$ cat src/common/cpu_settings.svh
/* widths, register count, major opcodes and funct3 codes of the integer core */
`ifndef CPU_SETTINGS_SVH
`define CPU_SETTINGS_SVH

`define XLEN      32
`define REG_COUNT 32
`define REG_IDX_W 5

// major opcodes the decoder executes
`define OPC_OP     7'b0110011
`define OPC_OP_IMM 7'b0010011
`define OPC_LUI    7'b0110111

`define F3_ADD  3'b000 // add, sub
`define F3_SLL  3'b001
`define F3_SLT  3'b010
`define F3_SLTU 3'b011
`define F3_XOR  3'b100
`define F3_SR   3'b101 // srl, sra
`define F3_OR   3'b110
`define F3_AND  3'b111

`endif
$ cat src/common/cpu_pkg.sv
/* vector types and the decode and commit records of the core */
`default_nettype none

`include "cpu_settings.svh"

package cpu_pkg;

    typedef logic [`XLEN-1:0]      word_t;
    typedef logic [`XLEN-1:0]      inst_t;
    typedef logic [`REG_IDX_W-1:0] reg_idx_t;

    // bit 3 is the alternate bit (sub, sra), bits 2:0 are funct3
    typedef logic [3:0] alu_op_t;

    // contents of the decode register
    typedef struct packed {
        alu_op_t  alu_op;
        reg_idx_t rd;
        reg_idx_t rs1;
        reg_idx_t rs2;
        logic     use_rs2;  // clear for immediate forms
        word_t    op_a;
        word_t    op_b;     // holds the immediate when use_rs2 is clear
        logic     wr_en;
        logic     illegal;
    } decoded_t;

    // retired instruction, also the register file write source
    typedef struct packed {
        reg_idx_t rd;
        word_t    result;
        logic     wr_en;
        logic     illegal;
    } commit_t;

endpackage

`default_nettype wire

$ cat src/hdl/cpu_core.sv
/* single-issue RV32I integer core: stream ports, advance control
   and the decode-time bypass around the register file */
`timescale 1ns/100ps
`default_nettype none

module cpu_core import cpu_pkg::*; (
    input  wire logic  clk,
    input  wire logic  rst_n,
    input  wire logic  in_valid,
    input  wire inst_t in_inst,
    output logic       in_ready,
    output logic       out_valid,
    output commit_t    out_commit,
    input  wire logic  out_ready
);

    logic     advance;
    logic     in_fire;
    logic     wr_fire;
    reg_idx_t rs1;
    reg_idx_t rs2;
    word_t    rf_a;
    word_t    rf_b;
    word_t    rs1_val;
    word_t    rs2_val;
    logic     dec_valid;
    decoded_t dec;

    // returns the pending commit result when it targets idx
    function automatic word_t bypass(
        input reg_idx_t idx,
        input word_t    rf_val,
        input logic     rec_valid,
        input commit_t  rec
    );
        if (rec_valid && rec.wr_en && (rec.rd != '0) && (rec.rd == idx))
            return rec.result;
        return rf_val;
    endfunction

    // whole pipeline moves together, stalled only by a full output register
    assign advance  = !out_valid || out_ready;
    assign in_ready = advance;
    assign in_fire  = in_valid && advance;
    assign wr_fire  = out_valid && out_ready; // write back on delivery

    assign rs1_val = bypass(rs1, rf_a, out_valid, out_commit);
    assign rs2_val = bypass(rs2, rf_b, out_valid, out_commit);

    decoder decoder_i (
        .clk       (clk),
        .rst_n     (rst_n),
        .advance   (advance),
        .in_fire   (in_fire),
        .inst      (in_inst),
        .rs1_val   (rs1_val),
        .rs2_val   (rs2_val),
        .rs1       (rs1),
        .rs2       (rs2),
        .dec_valid (dec_valid),
        .dec       (dec)
    );

    regfile regfile_i (
        .clk      (clk),
        .rst_n    (rst_n),
        .rd_idx_a (rs1),
        .rd_idx_b (rs2),
        .rd_val_a (rf_a),
        .rd_val_b (rf_b),
        .wr_fire  (wr_fire),
        .wr       (out_commit)
    );

    ex_alu ex_alu_i (
        .clk        (clk),
        .rst_n      (rst_n),
        .advance    (advance),
        .dec_valid  (dec_valid),
        .dec        (dec),
        .out_valid  (out_valid),
        .out_commit (out_commit)
    );

endmodule

`default_nettype wire

$ cat src/hdl/ex_alu.sv
/* execute stage: late operand bypass, ALU and the commit output register */
`timescale 1ns/100ps
`default_nettype none

`include "cpu_settings.svh"

module ex_alu import cpu_pkg::*; (
    input  wire logic     clk,
    input  wire logic     rst_n,
    input  wire logic     advance,
    input  wire logic     dec_valid,
    input  wire decoded_t dec,
    output logic          out_valid,
    output commit_t       out_commit
);

    logic       fwd_a;
    logic       fwd_b;
    word_t      src_a;
    word_t      src_b;
    logic [4:0] shamt;
    word_t      result;

    // producer still sits in the commit register, not yet in the regfile
    assign fwd_a = out_valid && out_commit.wr_en && (out_commit.rd != '0)
                   && (out_commit.rd == dec.rs1);
    assign fwd_b = out_valid && out_commit.wr_en && (out_commit.rd != '0)
                   && dec.use_rs2 && (out_commit.rd == dec.rs2);

    assign src_a = fwd_a ? out_commit.result : dec.op_a;
    assign src_b = fwd_b ? out_commit.result : dec.op_b;
    assign shamt = src_b[4:0];

    always_comb begin
        case (dec.alu_op[2:0])
            `F3_ADD:  result = dec.alu_op[3] ? src_a - src_b : src_a + src_b;
            `F3_SLL:  result = src_a << shamt;
            `F3_SLT:  result = {{(`XLEN-1){1'b0}}, $signed(src_a) < $signed(src_b)};
            `F3_SLTU: result = {{(`XLEN-1){1'b0}}, src_a < src_b};
            `F3_XOR:  result = src_a ^ src_b;
            `F3_SR: begin
                if (dec.alu_op[3])
                    result = word_t'($signed(src_a) >>> shamt); // sra
                else
                    result = src_a >> shamt;
            end
            `F3_OR:   result = src_a | src_b;
            `F3_AND:  result = src_a & src_b;
            default:  result = '0;
        endcase
    end

    always_ff @(posedge clk) begin
        if (!rst_n)
            out_valid <= 1'b0;
        else if (advance)
            out_valid <= dec_valid;
    end

    always_ff @(posedge clk) begin
        if (advance) begin
            out_commit.rd      <= dec.rd;
            out_commit.result  <= result;
            out_commit.wr_en   <= dec.wr_en;
            out_commit.illegal <= dec.illegal;
        end
    end

endmodule

`default_nettype wire

$ cat src/hdl/decoder.sv
/* decode stage: field extraction, immediate build and the decode register */
`timescale 1ns/100ps
`default_nettype none

`include "cpu_settings.svh"

module decoder import cpu_pkg::*; (
    input  wire logic     clk,
    input  wire logic     rst_n,
    input  wire logic     advance,
    input  wire logic     in_fire,
    input  wire inst_t    inst,
    input  wire word_t    rs1_val,
    input  wire word_t    rs2_val,
    output reg_idx_t      rs1,
    output reg_idx_t      rs2,
    output logic          dec_valid,
    output decoded_t      dec
);

    logic [6:0] opcode;
    logic [2:0] funct3;
    alu_op_t    alu_op;
    reg_idx_t   rd;
    reg_idx_t   rs1_idx;
    reg_idx_t   rs2_idx;
    logic       use_rs2;
    word_t      imm;
    logic       wr_en;
    logic       illegal;

    assign opcode = inst[6:0];
    assign funct3 = inst[14:12];
    assign rd     = inst[11:7];

    always_comb begin
        alu_op  = {1'b0, `F3_ADD};
        rs1_idx = '0;
        rs2_idx = '0;
        use_rs2 = 1'b0;
        imm     = {{(`XLEN-12){inst[31]}}, inst[31:20]}; // I-type
        wr_en   = 1'b0;
        illegal = 1'b0;
        case (opcode)
            `OPC_OP: begin
                alu_op  = {inst[30], funct3};
                rs1_idx = inst[19:15];
                rs2_idx = inst[24:20];
                use_rs2 = 1'b1;
                wr_en   = 1'b1;
            end
            `OPC_OP_IMM: begin
                // bit 30 is part of the immediate except for srai
                alu_op  = {(funct3 == `F3_SR) & inst[30], funct3};
                rs1_idx = inst[19:15];
                wr_en   = 1'b1;
            end
            `OPC_LUI: begin
                imm   = {inst[31:12], 12'b0};
                wr_en = 1'b1; // x0 + imm
            end
            default: illegal = 1'b1;
        endcase
        if (rd == '0)
            wr_en = 1'b0;
    end

    // register indices go out to the register file read ports
    assign rs1 = rs1_idx;
    assign rs2 = rs2_idx;

    always_ff @(posedge clk) begin
        if (!rst_n)
            dec_valid <= 1'b0;
        else if (advance)
            dec_valid <= in_fire;
    end

    always_ff @(posedge clk) begin
        if (advance) begin
            dec.alu_op  <= alu_op;
            dec.rd      <= rd;
            dec.rs1     <= rs1_idx;
            dec.rs2     <= rs2_idx;
            dec.use_rs2 <= use_rs2;
            dec.op_a    <= rs1_val; // reads zero for lui and illegal forms
            dec.op_b    <= use_rs2 ? rs2_val : imm;
            dec.wr_en   <= wr_en;
            dec.illegal <= illegal;
        end
    end

endmodule

`default_nettype wire

$ cat src/hdl/regfile.sv
/* architectural register file, two async read ports and one write port */
`timescale 1ns/100ps
`default_nettype none

`include "cpu_settings.svh"

module regfile import cpu_pkg::*; (
    input  wire logic     clk,
    input  wire logic     rst_n,
    input  wire reg_idx_t rd_idx_a,
    input  wire reg_idx_t rd_idx_b,
    output word_t         rd_val_a,
    output word_t         rd_val_b,
    input  wire logic     wr_fire,
    input  wire commit_t  wr
);

    word_t regs [`REG_COUNT];

    always_ff @(posedge clk) begin
        if (!rst_n) begin
            for (int i = 0; i < `REG_COUNT; i++)
                regs[i] <= '0;
        end else if (wr_fire && wr.wr_en) begin
            regs[wr.rd] <= wr.result;
        end
    end

    // x0 is hardwired
    assign rd_val_a = (rd_idx_a == '0) ? '0 : regs[rd_idx_a];
    assign rd_val_b = (rd_idx_b == '0) ? '0 : regs[rd_idx_b];

endmodule

`default_nettype wire

$ cat config.mk
export PLATFORM = sky130hd
export DESIGN_NAME = cpu_core
export DESIGN_NICKNAME = d
export VERILOG_FILES = /design/src/common/cpu_pkg.sv /design/src/hdl/cpu_core.sv /design/src/hdl/ex_alu.sv /design/src/hdl/decoder.sv /design/src/hdl/regfile.sv
export VERILOG_INCLUDE_DIRS = /design/src /design/src/common
export SDC_FILE = /design/constraint.sdc
export NUM_CORES = 2
export LEC_CHECK = 0
export ABC_CLOCK_PERIOD_IN_PS = 7200
export BUFFER_PORTS_ARGS = -buffer_cell sky130_fd_sc_hd__buf_2
export CORE_AREA = 2 2 384 386
export DETAILED_ROUTE_END_ITERATION = 8
export DIE_AREA = 0 0 386 388
export HOLD_SLACK_MARGIN = 0.03
export PLACE_DENSITY_LB_ADDON = 0.12
export SLEW_MARGIN = 20
export SYNTH_ARGS = -nofsm -noshare
export SYNTH_HDL_FRONTEND = slang
export SYNTH_SLANG_ARGS = --single-unit
$ cat constraint.sdc
create_clock -name clk -period 7.2 [get_ports clk]
set_input_delay 0.72 -clock clk [delete_from_list [all_inputs] [get_ports clk]]
set_output_delay 0.72 -clock clk [all_outputs]
set_load 0.02 [all_outputs]
==> impl_metrics.csv <==
group,metric,value,unit
status,status,"completed",
detailed_routing,via_per_inst,7.06,
detailed_routing,ant_nets,0,
clocking,clock_latency,0.84,ns
setup_path,arrival,6.60,ns
synth,ys_seq_area_share,47.7,%
clocking,cts.sinks,1151,
timing,worstMarginPinSlew,1.23,ns
synth,async_flop_share,0,%
timing,setup_tns,0,ns
placement,place_hpwl,203000,um
setup_path,cp-start-kind,"flop",
setup_path,crit_chain,"or3_1, buf_4, o311a_1, nand3_2, nand2_4, inv_2, ha_1, nand2b_1, o2111ai_1, a311o_1, a211oi_1, o21a_1, o21ai_0, o41ai_1, xor2_1, o2111ai_1",
grt,grt_pass1_wl,452000,um
power_and_ir_drop,clkPwrFrac,39.2,%
setup_path,cp_slowest_cell,"a211oi_1",
clocking,ctsHoldBuffers,0,
grt,antenna_found_initial,22,
power_and_ir_drop,powerDensity,219,nW/um^2
setup_path,worst_setup_path_end_kind,"flop",
timing,finalSetupViolCount,0,
timing,relSlewSlack,17.0,%
synth,synth_cells,7206,
clocking,clk_pin_slew_worst_paths,0.06,ns
setup_path,cpMostUsedCell,"o2111ai_1",
final_layout,nNetsFinal,7048,
flow_run,cap_violations,0,
synth,ys_types,99,
power_and_ir_drop,total_power,0.0174,W
final_layout,nFillCells,12700,
final_layout,layout-drive-gt1-share,10.3,%
floorplan,ioPinCount,77,
synth,synth_nets,7341,
power_and_ir_drop,comb_power_share,15.4,%
worst_hold_path,hp-class,"in -> reg",
clocking,cts_setup_buffers,0,
clocking,numCtsBuffers,134,
clocking,cts_max_level,4,
detailed_routing,drt_iter0_drc,9664,
timing,finalClockSkew,0.0536,ns
clocking,cts_root_buf,"clkbuf_16",
floorplan,row_count,140,
floorplan,core,145000,um^2
detailed_routing,dr.pass1.iters,7,
timing,clock.fmax,164,MHz
clocking,cts.path.max_buffers,3,
clocking,cts_tree,"done",
grt,grt_pass1_vias,59900,
timing,fin_crit,6.09,ns
clocking,cts_resized,0,
grt,gr-usage-all-layers,42.5,%
synth,syn_avg_cell_area,10.0,um^2
detailed_routing,wl_per_cell,36.4,um
power_and_ir_drop,switching_power,0.00523,W
placement,gp_congestion,1.04,
power_and_ir_drop,cell_internal_pwr,0.0121,W
floorplan,fp.dieArea,150000,um^2
synth,syn-cell-area,72400,um^2
timing,hold_viol_final,0,
setup_path,worstPathMaxFanout,24,
power_and_ir_drop,seqPwrFrac,45.3,%
synth,synth_seq_cells,1151,
timing,maxSlewViolCount,0,
placement,port_buffers,76,
synth,yosys_most_used_dff,"edfxtp_1",
final_layout,synthToLayoutAreaGrowth,9.63,%
power_and_ir_drop,switching_share,30.1,%
grt,grt_max_degree,127,
detailed_routing,route.detailed.drc,0,
power_and_ir_drop,p_leak,29.7,nW
timing,finalCritPeriodShare,84.6,%
timing,grt_setup_unrepaired,"false",
setup_path,crit_required,7.71,ns
setup_path,slowest_delay,0.94,ns
synth,synth-edff-count,1149,
detailed_routing,routed_wl,326000,um
detailed_routing,vias,63100,
floorplan,die_h,388,um
grt,gr-total-overflow,0,
setup_path,worstSetupPathType,"reg -> reg",
power_and_ir_drop,irDropWorstVdd,0.196,mV
floorplan,initial_core_util,49.8,%
floorplan,chipWidth,386,um
synth,yosysWarnings,0,
[cells in the mapped netlist (all sizes together), types with 122 or more instances]
cell    instances  share of area [%]
and2          952                8.2
nor3          179                1.2
nand2         612                3.2
mux2i         550                7.6
a221oi        258                3.1
a211oi        304                3.2
buf           124               0.76
nor2          446                2.3
a21oi         365                2.5
edfxtp       1149                 48
clkbuf        646                3.4
nor2b         122                1.1
o21ai         249                1.7
[state kept, by name (all words and copies together) (netlist names)]
| register | cells |
|---|---|
| decoder_i.dec_valid | 1 |
| decoder_i.dec | 86 |
| ex_alu_i.out_valid | 1 |
| regfile_i.regs | 1024 |
| ex_alu_i.out_commit | 39 |
[layout by cell type (no fill, tap or decap), types with 137 or more instances in the layout]
cell and count:
and2_1 948, a221oi_1 257, clkbuf_16 137, a211oi_1 303
edfxtp_1 1149, nor3_1 178, o21ai_0 214, mux2i_1 548
nand2_1 600, buf_4 248, nor2_1 410, a21oi_1 362
[metrics by stage]
stage	utilization (%)	cells	cell area (um^2)	hold slack [ns]	setup slack (ns)
3_5_place_dp	51.7	8693	75100	0.413	1.22
2_1_floorplan	-	7206	72400	0.400	1.63
4_1_cts	54.6	8930	79300	0.101	1.20
5_1_grt	54.6	8931	79300	0.120	0.909
6_report	54.7	8938	79400	0.122	1.11
3_3_place_gp	51.7	8690	75000	0.403	1.32
[per-layer routing]
metal  global-route usage [%]  up-vias  routed length [um]
met3                     11.1      991               38700
met5                        0        -                  87
met2                     63.0     4591              142000
met4                     24.7       12               21400
li1                         -    26400                   -
met1                     55.9    31200              124000
[cell type report]
cell class	count	area, um^2	share of cell area, %
antenna	7	17.5	0.0221
clock buffer	170	3570	4.50
clock inverter	67	668	0.842
inverter	108	433	0.546
multi-input combinational	5177	35100	44.2
sequential	1151	34500	43.5
tap	1917	2400	3.02
timing repair buffer	341	2640	3.33
[critical path, delay by kind of cell, from the launching register on]
family          cells  cell delay (ns)
xor+xnor            1             0.18
fa+ha+maj           1             0.35
simple gates        4             1.15
buf+inv             2             0.51
compound gates      8             3.02
flops               1             0.59
[logic make-up after synthesis]
| logic type | synth area share (%) |
|---|---|
| simple gates | 18.0 |
| compound gates | 18.2 |
| flops | 47.7 |
| buf+inv | 4.67 |
| mux | 9.15 |
| fa+ha+maj | 1.73 |
| xor+xnor | 0.484 |
[power groups by stage]
stage / clock [W] / combinational, W / sequential [W]
2_1_floorplan: 0 / 0.00134 / 0.00798
3_3_place_gp: 0 / 0.00255 / 0.00798
3_5_place_dp: 0 / 0.00256 / 0.00799
4_1_cts: 0.00682 / 0.00257 / 0.00785
5_1_grt: 0.00707 / 0.00273 / 0.00788
6_report: 0.00681 / 0.00268 / 0.00787
[path summary, 6_finish.rpt]
path | from | to | slack, ns | cells after the start
max reg2reg | ex_alu_i.out_commit[36] | ex_alu_i.out_commit[33] | 1.11 | 16
min reg2reg | decoder_i.dec[77] | ex_alu_i.out_commit[34] | 0.42 | 0
max | ex_alu_i.out_commit[36] | ex_alu_i.out_commit[33] | 1.11 | 16
min | in_inst[8] | decoder_i.dec[78] | 0.12 | 1
No activity file was read; power rests on OpenSTA's default activity.
